[src/hdl/npc_pkg.sv]
// shared widths, reset address, opcodes and execute operation codes for the rv64i pipeline
package npc_pkg;

	// ****************************************
	// datapath widths
	// ****************************************
	localparam int XLEN = 64;

	typedef logic [XLEN-1:0] xlen_t;
	typedef logic [31:0]     inst_t;
	typedef logic [4:0]      reg_idx_t;

	// first fetch address after reset
	localparam xlen_t RESET_PC = 64'h0000_0000_8000_0000;

	// ****************************************
	// major opcodes, inst[6:0]
	// ****************************************
	localparam logic [6:0] OPC_OP     = 7'b0110011;
	localparam logic [6:0] OPC_OP_IMM = 7'b0010011;
	localparam logic [6:0] OPC_LUI    = 7'b0110111;
	localparam logic [6:0] OPC_BRANCH = 7'b1100011;
	localparam logic [6:0] OPC_JAL    = 7'b1101111;

	// execute operation selector
	typedef logic [3:0] alu_op_t;

	localparam alu_op_t ALU_ADD    = 4'd0;
	localparam alu_op_t ALU_SUB    = 4'd1;
	localparam alu_op_t ALU_AND    = 4'd2;
	localparam alu_op_t ALU_OR     = 4'd3;
	localparam alu_op_t ALU_XOR    = 4'd4;
	localparam alu_op_t ALU_PASS_B = 4'd5;
	localparam alu_op_t ALU_BEQ    = 4'd6;
	localparam alu_op_t ALU_BNE    = 4'd7;
	localparam alu_op_t ALU_JAL    = 4'd8;

endpackage
[src/hdl/npc_top.sv]
// top level of the four-stage rv64i pipeline, wires the stages to the register file
module npc_top (
	input  logic               clk,
	input  logic               rst,
	input  npc_pkg::inst_t     imem_data,
	output npc_pkg::xlen_t     imem_addr,
	output logic               retire_valid,
	output npc_pkg::xlen_t     retire_pc,
	output npc_pkg::reg_idx_t  retire_rd,
	output logic               retire_wen,
	output npc_pkg::xlen_t     retire_wdata
);

	// fetch to decode
	logic              fd_valid, fd_ready;
	npc_pkg::xlen_t    fd_pc;
	npc_pkg::inst_t    fd_inst;
	// decode to execute
	logic              dx_valid, dx_ready, dx_wen;
	npc_pkg::xlen_t    dx_pc, dx_src_a, dx_src_b, dx_imm;
	npc_pkg::alu_op_t  dx_op;
	npc_pkg::reg_idx_t dx_rd;
	// execute to writeback, no ready
	logic              xw_valid, xw_wen;
	npc_pkg::xlen_t    xw_pc, xw_wdata;
	npc_pkg::reg_idx_t xw_rd;
	// redirect from execute
	logic              redirect;
	npc_pkg::xlen_t    redirect_pc;
	// register file ports
	npc_pkg::reg_idx_t rs1, rs2, rf_rd;
	npc_pkg::xlen_t    rs1_data, rs2_data, rf_wdata;
	logic              rf_wen;

	// ****************************************
	// stages
	// ****************************************
	fetch_unit fetch_unit_inst (.clk, .rst, .redirect, .redirect_pc, .imem_data, .fd_ready,
		.imem_addr, .fd_valid, .fd_pc, .fd_inst);

	decode_unit decode_unit_inst (.clk, .rst, .fd_valid, .fd_pc, .fd_inst, .redirect,
		.rs1_data, .rs2_data, .dx_ready, .rf_wen, .rf_rd, .fd_ready, .rs1, .rs2,
		.dx_valid, .dx_pc, .dx_op, .dx_src_a, .dx_src_b, .dx_imm, .dx_rd, .dx_wen);

	execute_unit execute_unit_inst (.clk, .rst, .dx_valid, .dx_pc, .dx_op, .dx_src_a,
		.dx_src_b, .dx_imm, .dx_rd, .dx_wen, .dx_ready, .redirect, .redirect_pc,
		.xw_valid, .xw_pc, .xw_rd, .xw_wen, .xw_wdata);

	writeback_unit writeback_unit_inst (.xw_valid, .xw_pc, .xw_rd, .xw_wen, .xw_wdata,
		.rf_wen, .rf_rd, .rf_wdata, .retire_valid, .retire_pc, .retire_rd, .retire_wen,
		.retire_wdata);

	// ****************************************
	// register file
	// ****************************************
	regfile regfile_inst (.clk, .rs1, .rs2, .wen(rf_wen), .rd(rf_rd), .wdata(rf_wdata),
		.rs1_data, .rs2_data);

endmodule

[src/hdl/writeback_unit.sv]
// writeback stage, forms the register write and reports each finished instruction on retire
module writeback_unit (
	input  logic               xw_valid,
	input  npc_pkg::xlen_t     xw_pc,
	input  npc_pkg::reg_idx_t  xw_rd,
	input  logic               xw_wen,
	input  npc_pkg::xlen_t     xw_wdata,
	output logic               rf_wen,
	output npc_pkg::reg_idx_t  rf_rd,
	output npc_pkg::xlen_t     rf_wdata,
	output logic               retire_valid,
	output npc_pkg::xlen_t     retire_pc,
	output npc_pkg::reg_idx_t  retire_rd,
	output logic               retire_wen,
	output npc_pkg::xlen_t     retire_wdata
);

	// ****************************************
	// register write
	// ****************************************
	// x0 writes suppressed, scoreboard sees same enable
	assign rf_wen   = xw_valid && xw_wen && (xw_rd != 5'd0);
	assign rf_rd    = xw_rd;
	assign rf_wdata = xw_wdata;

	// ****************************************
	// retire port
	// ****************************************
	// every valid instr retires, branches included
	assign retire_valid = xw_valid;
	assign retire_pc    = xw_pc;
	assign retire_rd    = xw_rd;
	// reports the real write, not the decoded intent
	assign retire_wen   = rf_wen;
	assign retire_wdata = xw_wdata;

endmodule

[src/hdl/execute_unit.sv]
// execute stage, alu, branch and jump resolution, redirect and the execute-to-writeback register
module execute_unit (
	input  logic               clk,
	input  logic               rst,
	input  logic               dx_valid,
	input  npc_pkg::xlen_t     dx_pc,
	input  npc_pkg::alu_op_t   dx_op,
	input  npc_pkg::xlen_t     dx_src_a,
	input  npc_pkg::xlen_t     dx_src_b,
	input  npc_pkg::xlen_t     dx_imm,
	input  npc_pkg::reg_idx_t  dx_rd,
	input  logic               dx_wen,
	output logic               dx_ready,
	output logic               redirect,
	output npc_pkg::xlen_t     redirect_pc,
	output logic               xw_valid,
	output npc_pkg::xlen_t     xw_pc,
	output npc_pkg::reg_idx_t  xw_rd,
	output logic               xw_wen,
	output npc_pkg::xlen_t     xw_wdata
);

	npc_pkg::xlen_t result;
	npc_pkg::xlen_t link_pc;
	logic           src_eq;
	logic           taken;

	// single-cycle stage, never back-pressures
	assign dx_ready = 1'b1;

	assign link_pc = dx_pc + 64'd4;
	assign src_eq  = (dx_src_a == dx_src_b);

	// ****************************************
	// alu
	// ****************************************
	always_comb begin
		case (dx_op)
			npc_pkg::ALU_ADD:    result = dx_src_a + dx_src_b;
			npc_pkg::ALU_SUB:    result = dx_src_a - dx_src_b;
			npc_pkg::ALU_AND:    result = dx_src_a & dx_src_b;
			npc_pkg::ALU_OR:     result = dx_src_a | dx_src_b;
			npc_pkg::ALU_XOR:    result = dx_src_a ^ dx_src_b;
			// lui, src_b already holds the u immediate
			npc_pkg::ALU_PASS_B: result = dx_src_b;
			// link address
			npc_pkg::ALU_JAL:    result = link_pc;
			default:             result = '0;
		endcase
	end

	// ****************************************
	// branch and jump resolution
	// ****************************************
	always_comb begin
		case (dx_op)
			npc_pkg::ALU_BEQ: taken = src_eq;
			npc_pkg::ALU_BNE: taken = !src_eq;
			npc_pkg::ALU_JAL: taken = 1'b1;
			default:          taken = 1'b0;
		endcase
	end

	// one cycle wide since decode sends a bubble behind it
	assign redirect    = dx_valid && taken;
	assign redirect_pc = dx_pc + dx_imm;

	// ****************************************
	// execute-to-writeback register
	// ****************************************
	always_ff @(posedge clk) begin
		if (rst) begin
			xw_valid <= 1'b0;
		end else begin
			xw_valid <= dx_valid;
		end
	end

	always_ff @(posedge clk) begin
		if (dx_valid) begin
			xw_pc    <= dx_pc;
			xw_rd    <= dx_rd;
			xw_wen   <= dx_wen;
			xw_wdata <= result;
		end
	end

endmodule

[src/hdl/decode_unit.sv]
// decode stage, instruction decode, operand read, busy scoreboard and the decode-to-execute register
module decode_unit (
	input  logic               clk,
	input  logic               rst,
	input  logic               fd_valid,
	input  npc_pkg::xlen_t     fd_pc,
	input  npc_pkg::inst_t     fd_inst,
	input  logic               redirect,
	input  npc_pkg::xlen_t     rs1_data,
	input  npc_pkg::xlen_t     rs2_data,
	input  logic               dx_ready,
	input  logic               rf_wen,
	input  npc_pkg::reg_idx_t  rf_rd,
	output logic               fd_ready,
	output npc_pkg::reg_idx_t  rs1,
	output npc_pkg::reg_idx_t  rs2,
	output logic               dx_valid,
	output npc_pkg::xlen_t     dx_pc,
	output npc_pkg::alu_op_t   dx_op,
	output npc_pkg::xlen_t     dx_src_a,
	output npc_pkg::xlen_t     dx_src_b,
	output npc_pkg::xlen_t     dx_imm,
	output npc_pkg::reg_idx_t  dx_rd,
	output logic               dx_wen
);

	logic [6:0]        opcode;
	logic [2:0]        funct3;
	npc_pkg::reg_idx_t rd;
	npc_pkg::xlen_t    imm_i, imm_u, imm_b, imm_j;
	npc_pkg::alu_op_t  dec_op;
	npc_pkg::xlen_t    dec_imm;
	logic              dec_wen, use_rs1, use_rs2, b_is_imm;
	logic [31:0]       busy;
	logic              stall, issue;

	// instruction fields
	assign opcode = fd_inst[6:0];
	assign funct3 = fd_inst[14:12];
	assign rd     = fd_inst[11:7];
	assign rs1    = fd_inst[19:15];
	assign rs2    = fd_inst[24:20];

	// ****************************************
	// immediates
	// ****************************************
	assign imm_i = {{52{fd_inst[31]}}, fd_inst[31:20]};
	assign imm_u = {{32{fd_inst[31]}}, fd_inst[31:12], 12'b0};
	assign imm_b = {{51{fd_inst[31]}}, fd_inst[31], fd_inst[7], fd_inst[30:25],
		fd_inst[11:8], 1'b0};
	assign imm_j = {{43{fd_inst[31]}}, fd_inst[31], fd_inst[19:12], fd_inst[20],
		fd_inst[30:21], 1'b0};

	// ****************************************
	// opcode decode
	// ****************************************
	always_comb begin
		// unknown encodings fall through as a no-write op that still retires
		dec_op   = npc_pkg::ALU_PASS_B;
		dec_imm  = imm_i;
		dec_wen  = 1'b0;
		use_rs1  = 1'b0;
		use_rs2  = 1'b0;
		b_is_imm = 1'b0;
		case (opcode)
			npc_pkg::OPC_OP: begin
				use_rs1 = 1'b1;
				use_rs2 = 1'b1;
				dec_wen = 1'b1;
				case (funct3)
					3'b000:  dec_op = fd_inst[30] ? npc_pkg::ALU_SUB : npc_pkg::ALU_ADD;
					3'b100:  dec_op = npc_pkg::ALU_XOR;
					3'b110:  dec_op = npc_pkg::ALU_OR;
					3'b111:  dec_op = npc_pkg::ALU_AND;
					default: dec_wen = 1'b0;
				endcase
			end
			npc_pkg::OPC_OP_IMM: begin
				// only addi, other funct3 values left as no-write
				use_rs1  = 1'b1;
				b_is_imm = 1'b1;
				dec_op   = npc_pkg::ALU_ADD;
				dec_wen  = (funct3 == 3'b000);
			end
			npc_pkg::OPC_LUI: begin
				dec_imm  = imm_u;
				b_is_imm = 1'b1;
				dec_wen  = 1'b1;
			end
			npc_pkg::OPC_BRANCH: begin
				use_rs1 = 1'b1;
				use_rs2 = 1'b1;
				dec_imm = imm_b;
				if (funct3 == 3'b000) begin
					dec_op = npc_pkg::ALU_BEQ;
				end else if (funct3 == 3'b001) begin
					dec_op = npc_pkg::ALU_BNE;
				end
			end
			npc_pkg::OPC_JAL: begin
				dec_op  = npc_pkg::ALU_JAL;
				dec_imm = imm_j;
				dec_wen = 1'b1;
			end
			default: ;
		endcase
	end

	// ****************************************
	// scoreboard and stall
	// ****************************************
	// only sources actually read count
	assign stall    = fd_valid && ((use_rs1 && busy[rs1]) || (use_rs2 && busy[rs2]));
	assign fd_ready = dx_ready && !stall;
	// no issue while execute redirects
	assign issue    = fd_valid && fd_ready && !redirect;

	always_ff @(posedge clk) begin
		if (rst) begin
			busy <= '0;
		end else begin
			if (rf_wen) begin
				busy[rf_rd] <= 1'b0;
			end
			// later assignment wins, so release plus re-set leaves it busy
			if (issue && dec_wen && (rd != 5'd0)) begin
				busy[rd] <= 1'b1;
			end
		end
	end

	// ****************************************
	// decode-to-execute register
	// ****************************************
	always_ff @(posedge clk) begin
		if (rst) begin
			dx_valid <= 1'b0;
		end else if (dx_ready) begin
			// bubble on stall or redirect
			dx_valid <= issue;
		end
	end

	always_ff @(posedge clk) begin
		if (issue) begin
			dx_pc    <= fd_pc;
			dx_op    <= dec_op;
			dx_src_a <= rs1_data;
			dx_src_b <= b_is_imm ? dec_imm : rs2_data;
			dx_imm   <= dec_imm;
			dx_rd    <= rd;
			dx_wen   <= dec_wen;
		end
	end

endmodule

[src/hdl/fetch_unit.sv]
// fetch stage, holds the pc, drives instruction memory and fills the fetch-to-decode register
module fetch_unit (
	input  logic            clk,
	input  logic            rst,
	input  logic            redirect,
	input  npc_pkg::xlen_t  redirect_pc,
	input  npc_pkg::inst_t  imem_data,
	input  logic            fd_ready,
	output npc_pkg::xlen_t  imem_addr,
	output logic            fd_valid,
	output npc_pkg::xlen_t  fd_pc,
	output npc_pkg::inst_t  fd_inst
);

	npc_pkg::xlen_t pc;
	logic           advance;

	// register empty or being taken by decode this cycle
	assign advance = !fd_valid || fd_ready;

	// memory sees the registered pc directly
	assign imem_addr = pc;

	// ****************************************
	// program counter
	// ****************************************
	always_ff @(posedge clk) begin
		if (rst) begin
			pc <= npc_pkg::RESET_PC;
		end else if (redirect) begin
			// redirect wins over a stall
			pc <= redirect_pc;
		end else if (advance) begin
			pc <= pc + 64'd4;
		end
	end

	// ****************************************
	// fetch-to-decode register
	// ****************************************
	always_ff @(posedge clk) begin
		if (rst) begin
			fd_valid <= 1'b0;
		end else if (redirect) begin
			// younger instr dropped
			fd_valid <= 1'b0;
		end else if (advance) begin
			fd_valid <= 1'b1;
		end
	end

	// payload, no reset
	always_ff @(posedge clk) begin
		if (!redirect && advance) begin
			fd_pc   <= pc;
			fd_inst <= imem_data;
		end
	end

endmodule

[src/hdl/regfile.sv]
// general register file, two combinational read ports and one write port at the clock edge
module regfile (
	input  logic              clk,
	input  npc_pkg::reg_idx_t rs1,
	input  npc_pkg::reg_idx_t rs2,
	input  logic              wen,
	input  npc_pkg::reg_idx_t rd,
	input  npc_pkg::xlen_t    wdata,
	output npc_pkg::xlen_t    rs1_data,
	output npc_pkg::xlen_t    rs2_data
);

	// x1..x31 only, x0 has no storage
	npc_pkg::xlen_t gpr [1:31];

	// ****************************************
	// write port
	// ****************************************
	always_ff @(posedge clk) begin
		// writes to x0 dropped here as well
		if (wen && (rd != 5'd0)) begin
			gpr[rd] <= wdata;
		end
	end

	// ****************************************
	// read ports
	// ****************************************
	// old value returned during a same-cycle write
	// scoreboard keeps readers off busy registers
	assign rs1_data = (rs1 == 5'd0) ? '0 : gpr[rs1];
	assign rs2_data = (rs2 == 5'd0) ? '0 : gpr[rs2];

endmodule

[config.mk]
export PLATFORM = sky130hd
export DESIGN_NAME = npc_top
export DESIGN_NICKNAME = d
export VERILOG_FILES = /design/src/hdl/npc_pkg.sv /design/src/hdl/npc_top.sv /design/src/hdl/writeback_unit.sv /design/src/hdl/execute_unit.sv /design/src/hdl/decode_unit.sv /design/src/hdl/fetch_unit.sv /design/src/hdl/regfile.sv
export SDC_FILE = /design/constraint.sdc
export NUM_CORES = 2
export LEC_CHECK = 0
export BUFFER_PORTS_ARGS = -buffer_cell sky130_fd_sc_hd__buf_2
export CORE_ASPECT_RATIO = 2
export CORE_MARGIN = 2
export CORE_UTILIZATION = 47
export CTS_CLUSTER_DIAMETER = 120
export DETAILED_ROUTE_END_ITERATION = 10
export GPL_TIMING_DRIVEN = 0
export HOLD_SLACK_MARGIN = 0.12
export PLACE_DENSITY_LB_ADDON = 0.3
export SLEW_MARGIN = 40
export SYNTH_ARGS = -nofsm -noshare
export SYNTH_HDL_FRONTEND = slang
export SYNTH_HIERARCHICAL = 1
export SYNTH_SLANG_ARGS = --single-unit
export TNS_END_PERCENT = 1
[constraint.sdc]
create_clock -name clk -period 23.6 [get_ports clk]
set_input_delay 3.54 -clock clk [delete_from_list [all_inputs] [get_ports clk]]
set_output_delay 3.54 -clock clk [all_outputs]
set_load 0.1 [all_outputs]
### Word-level counts from Yosys, hierarchy flattened

Memories as Yosys holds them, arrays and structs flattened. A register that Yosys moved wholly into a read port is not among the register bits.
Cells that the tools add are included.

* output and inout port bits: 199
* memory bits (writable): 1984
* input bits: 34
* register bits: 499
* memories: 1
* logic and storage cells: 117

Memories
* regfile_inst.gpr: depth 31, bits a word 64, rd ports 2, clocked after memory_dff 2, wr ports 1, RTL line regfile.sv:14 `npc_pkg::xlen_t gpr [1:31];`

* reductions and logical operators: 33
* muxes and demuxes: 31
* magnitude comparators: 6
* bitwise operators: 6
* eq/ne operators: 18
* add/sub/neg operators: 5

Operator list (number)
* 64-bit one-hot mux with 7 select lines: 1
* 64-bit two-way mux: 4
* 64-bit by 3-bit adder with 64-bit output, second input constant: 2
* 64-bit adder: 2
* 32-bit two-way mux: 3
* 31-bit one-hot mux with 3 select lines: 1
* 64-bit AND: 1
* 64-bit == test: 1
* 64-bit OR: 1
* 64-bit subtractor: 1
* 64-bit XOR: 1
* 32-bit AND: 1
* 32-bit NOT: 1
* 32-bit OR: 1
* 4-bit one-hot mux with 4 select lines: 2
* 5-bit by 6-bit < comparator with 1-bit output, second input constant: 4
* 4-bit by 3-bit == test with 1-bit output, second input constant: 4
* 7-bit by 6-bit == test with 1-bit output, second input constant: 2
* 7-bit == test, second input constant: 2
* 1-bit logical AND: 14
* 1-bit two-way mux: 11
* 1-bit binary-select mux with 5-bit select: 2
* 1-bit demux with 5-bit select: 2
* 5-bit by 1-bit greater-or-equal comparator with 1-bit output, second input constant: 2
* other kinds (20): 33

### Logic depth before layout (Yosys ltp)

* word-level depth: 12
* depth in mapped cells: 18
* depth with buffers taken out: 18

### Hierarchy

The synthesis kept the hierarchy.

By module, submodules not included
* regfile: seq. area each 59577.1 µm², cells each 5540, area each 92840.3 µm², times used 1
* execute_unit: seq. area each 4043.9 µm², cells each 2623, area each 20268.2 µm², times used 1
* decode_unit: seq. area each 7687.4 µm², cells each 696, area each 10700.3 µm², times used 1
* fetch_unit: seq. area each 4184.0 µm², cells each 610, area each 6867.8 µm², times used 1
* writeback_unit: seq. area each 0.0 µm², cells each 206, area each 1547.7 µm², times used 1

### Worst setup path before layout

OpenSTA, ideal clock, no wires.

* kind: register to register
* from: reg decode_unit_inst.dx_src_b[42]
* to: reg decode_unit_inst.dx_imm[0] (enable)
* data required time: 22.765 ns
* path buffers: 1
* cell stages (with the launch flop): 15
* path slack: 10.252 ns
* library setup time: 0.835 ns
* period minus slack after synthesis: 13.348 ns
* arrival: 12.512 ns
* path through: edfxtp_1 > inv_1 > ha_1 > clkbuf_1 > or3_1 > nor2_1 > nand3_1 > or2_2 > nor4_1 > xnor2_1 > o31ai_1 > and2_1 > nor2b_1 > nand2_1 > nor2_1

* word-level cells in the longest chain between the ends: 6

RTL lines
* from (decl): RTL line decode_unit.sv:21 `output npc_pkg::xlen_t dx_src_b,`
* from (signal assigned): RTL line decode_unit.sv:149 `dx_src_b <= b_is_imm ? dec_imm : rs2_data;`
* 64-bit == test *: RTL line execute_unit.sv:32 `assign src_eq = (dx_src_a == dx_src_b);`
* 1-bit logical NOT: RTL line execute_unit.sv:58 `npc_pkg::ALU_BNE: taken = !src_eq;`
* 1-bit one-hot mux with 3 select lines *: RTL line execute_unit.sv:56 `case (dx_op)`
* 1-bit logical AND *: RTL line execute_unit.sv:65 `assign redirect = dx_valid && taken;`
* named net redirect: RTL line npc_top.sv:28 `logic redirect;`
* 1-bit logical NOT *: RTL line decode_unit.sv:116 `assign issue = fd_valid && fd_ready && !redirect;`
* 1-bit logical AND *: RTL line decode_unit.sv:116
* named net decode_unit_inst.issue: RTL line decode_unit.sv:35 `logic stall, issue;`
* to (signal assigned): RTL line decode_unit.sv:150 `dx_imm <= dec_imm;`
* to (decl): RTL line decode_unit.sv:22 `output npc_pkg::xlen_t dx_imm,`

The timed path passes the listed nets; every way through them passes the cells marked *.
A chain may end at the register's enable or synchronous reset.

### Final worst setup path

* from: reg decode_unit_inst.dx_src_b[46]
* to: reg fetch_unit_inst.fd_pc[48] (enable)

* word-level cells in the longest chain between the ends: 6

RTL lines
* 64-bit == test *: RTL line execute_unit.sv:32
* 1-bit logical NOT: RTL line execute_unit.sv:58
* 1-bit one-hot mux with 3 select lines *: RTL line execute_unit.sv:56
* 1-bit logical AND *: RTL line execute_unit.sv:65
* named net redirect: RTL line npc_top.sv:28
* 1-bit logical NOT *: RTL line fetch_unit.sv:54 `if (!redirect && advance) begin`
* 1-bit logical AND *: RTL line fetch_unit.sv:54
* to (signal assigned): RTL line fetch_unit.sv:55 `fd_pc <= pc;`
* to (decl): RTL line fetch_unit.sv:11 `output npc_pkg::xlen_t fd_pc,`

Marked as above.

==> results by group <==
Outcome
  – Status: finished, violations left
  – Failing checks: DRC

Power
  – Pwr Density: 72.13 nW/µm²
  – Peak VDD IR: 0.08236 mV
  – Leakage: 54.75 nW

Clocking
  – CTS root buffer: clkbuf_16
  – Post-CTS setup buffer count: 0
  – Num Clock Sinks: 2,547
  – Num CTS Buffers: 233
  – Depth of the CTS H-tree: 4
  – Post-CTS sizing: 0
  – CTS Buffer Depth: 4
  – Clock transition at path regs: 60 ps
  – CTS tree: built
  – Post-cts hold buffer count: 0
  – Clk_lat worst skew: 1010 ps

Synthesis
  – Flop and latch count out of synthesis: 2,547
  – Syn. warnings: 6
  – Cells after Synth: 9,675
  – Compound-Gate Fraction of Synth Area: 12.36%
  – EDFF count, synth: 2,448
  – Post-synth top cells: edfxtp_1, mux2i_1, nand2_1, a21oi_1, mux4_2
  – Synth unique cells: 110
  – Seq/Total Area, Yosys: 57.09%
  – Multiplexer share of the synthesized area: 16.42%
  – Most used DFF post-synth: edfxtp_1
  – Post-Synthesis Cell Area: 132,200 µm²
  – Top area cells in the synthesized netlist: edfxtp_1, mux2i_1, mux4_2, ha_1, a22oi_1
  – Largest family of logic cells by synthesized area: multiplexers
  – Simple-gate portion of the synthesized area: 5.955%
  – Synth Area in Adders: 2.629%
  – Yosys top cell area share: 55.60%
  – Count leader, synth: edfxtp_1
  – Syn_area_per_cell: 13.67 µm²
  – Xor-xnor portion of the synthesized cell area: 1.080%
  – Net count after synthesis: 9,985
  – Post-synth ARST share: 0%
  – Dominant cell type by area after synthesis: edfxtp_1

Routing
  – Vias per Instance: 7.205
  – Wire per inst: 44.76 µm
  – Drt total wl: 645,300 µm
  – Final antenna-violating net count: 0
  – DR pass1 iterations: 11
  – Remaining DRCs: 1
  – Wire length on met2: 303,700 µm
  – Via count: 103,900
  – WL met1: 182,300 µm
  – DR WL met3: 67,440 µm
  – Initial DRC Count: 14,680
  – Highest Signal Layer: met5

Floorplanning
  – Core ar.: 280,100 µm²
  – Die area: 285,800 µm²
  – Row count: 275
  – Die Ht: 754.1 µm
  – IO Pins: 233
  – Initial Utilization: 47.21%
  – Die Width: 379.1 µm

Worst hold path
  – Hold Path Class: flop to flop
  – Critical hold path startpoint: fetch_unit_inst/fd_pc[24]
  – Worst Hold End: decode_unit_inst/dx_pc[24]
  – Hold path depth: 0

Finish
  – Design Area, Final: 152,200 µm²
  – Syn-to-layout area delta: 15.07%
  – Final nets: 10,730
  – Fill cell count: 23,240
  – Fraction of layout instances using a drive strength above 1: 20.90%

Place
  – Post-DP HPWL: 488,000 µm
  – RD Place Congestion: 1.024
  – DP Area: 144,300 µm²
  – Port buffer count: 232

Timing
  – Maximum clock frequency: 128.2 MHz
  – Pins Over Slew Limit: 0
  – Tcrit/Tclk final: 33.05%
  – Slew margin rel.: 28.82%
  – Slew @ Worst Pin: 1068 ps
  – Setup TNS: 0 ps
  – RSZ-0062 raised after global routing: false
  – Fin crit period: 7800 ps
  – Final hold vios: 0
  – Setup violations, final: 0
  – Max Clock Skew: 62.72 ps

Setup path
  – CP Max Fanout: 17
  – FF-to-FF End: fetch_unit_inst/fd_pc[48]
  – Worst reg2reg startpoint: decode_unit_inst/dx_src_b[46]
  – Critical path type: flop to flop
  – Worst reg2reg setup slack: 15,800 ps
  – WP data required: 24,310 ps
  – Worst r2r path cells: 19
  – Critical Path AT: 8510 ps
  – Element type at the critical path start: flop
  – Worst setup EP type: flop

Job
  – Total of max-cap violations: 0

GRT
  – Antenna violations before repair: 84
  – Vias in the first global route: 101,800
  – GRT overflow: 0
  – Largest net degree at the start of global routing: 32
  – First-pass GRT wire length: 853,700 µm
  – Total track usage: 44.62%
## metal layers
layer	vias up	track usage, %
met5	-	0
met4	24	50.25
met3	3623	14.12
met2	8907	71.61
met1	51410	42.30
li1	39910	-
## power by group
part / leakage, nW / total, W / internal (W) / switching (W)
Clock: 3.66 / 0.00394 / 0.00212 / 0.00182
Combinational: 28.0 / 0.00193 / 0.000550 / 0.00138
Sequential: 23.1 / 0.00511 / 0.00502 / 0.0000841
Total: 54.8 / 0.0110 / 0.00769 / 0.00328
## flip-flops by register name, indices dropped and copies added, names as in the netlist
name / count
execute_unit_inst/xw_wen: 1
decode_unit_inst/dx_src_b: 64
decode_unit_inst/dx_pc: 64
fetch_unit_inst/fd_inst: 32
decode_unit_inst/dx_rd: 5
decode_unit_inst/busy: 32
regfile_inst/gpr: 1984
decode_unit_inst/dx_wen: 1
execute_unit_inst/xw_valid: 1
execute_unit_inst/xw_wdata: 64
decode_unit_inst/dx_valid: 1
fetch_unit_inst/fd_pc: 64
execute_unit_inst/xw_pc: 64
decode_unit_inst/dx_src_a: 64
decode_unit_inst/dx_imm: 32
fetch_unit_inst/fd_valid: 1
decode_unit_inst/dx_op: 4
fetch_unit_inst/imem_addr: 64
execute_unit_inst/xw_rd: 5
## per-stage QoR
step	worst slack, ps	total power, W	utilization, %	hold slack, ps	cells
after global routing	15870	0.01114	54.27	414.2	14360
after global placement	2397	0.006970	49.29	400.6	13650
after floorplan	10250	0.006206	-	400.3	9675
after detailed placement	16080	0.007006	51.52	404.5	13920
final	15800	0.01098	54.33	413.5	14420
after CTS	16060	0.01084	54.22	414.5	14340
## worst max path at each step
stage | from | to | slack (ps) | depth (start not counted)
floorplan | decode_unit_inst/dx_src_b[42] | decode_unit_inst/dx_imm[0] | 10250 | 14
global placement | decode_unit_inst/dx_op[2] | decode_unit_inst/dx_src_a[60] | 2400 | 9
detailed placement | decode_unit_inst/dx_src_b[46] | fetch_unit_inst/fd_pc[61] | 16080 | 19
CTS | decode_unit_inst/dx_src_b[46] | fetch_unit_inst/fd_pc[48] | 16060 | 19
global route | decode_unit_inst/dx_src_b[46] | fetch_unit_inst/fd_pc[57] | 15870 | 19
finish | decode_unit_inst/dx_src_b[46] | fetch_unit_inst/fd_pc[48] | 15800 | 19
## critical path: stages (launching register included)
cell	delay (ps)
edfxtp_1	490
inv_1	120
ha_1	280
clkbuf_1	260
inv_1	350
nand4_1	510
nor3_1	290
nand2_1	400
nor4_1	620
xnor2_1	140
o31ai_1	230
and2_1	500
clkbuf_1	480
clkbuf_1	690
clkbuf_1	700
clkbuf_1	690
nor2_4	180
buf_16	220
buf_8	170
buf_16	170
## placed cells by master (no fill, tap or decap), types with 116 or more instances in the layout
master and instances:
edfxtp_1 2448, mux2i_1 1104, nand2_1 471, a21oi_1 449
mux4_2 448, buf_2 421, a22oi_1 408, nor2_1 393
buf_4 326, ha_1 273, inv_1 235, clkbuf_16 234
o21ai_0 220, clkbuf_1 215, clkbuf_2 186, a211oi_1 172
a21o_1 133, buf_8 129, a22o_1 116
## cells by family after synthesis
logic type / Yosys count
flip-flops: 2547
AO/OA/AOI/OAI: 2314
AND/OR/NAND/NOR: 1628
multiplexers: 1603
buffers and inverters: 1143
adder cells (fa/ha/maj): 276
XOR/XNOR: 163
other: 1
## layout make-up
| class | instances | area, µm² | share of cell area (%) |
|---|---|---|---|
| clock inverters | 147 | 1523 | 1.001 |
| well taps | 3739 | 4678 | 3.075 |
| multi-input cells | 5985 | 51470 | 33.82 |
| flip-flops and latches | 2547 | 75500 | 49.62 |
| clock buffers | 275 | 6050 | 3.976 |
| inverters | 238 | 893.4 | 0.5871 |
| diodes | 70 | 175.2 | 0.1151 |
| repair buffers | 511 | 6556 | 4.309 |
| plain buffers | 905 | 5320 | 3.496 |
No activity file was read; power rests on OpenSTA's default activity.
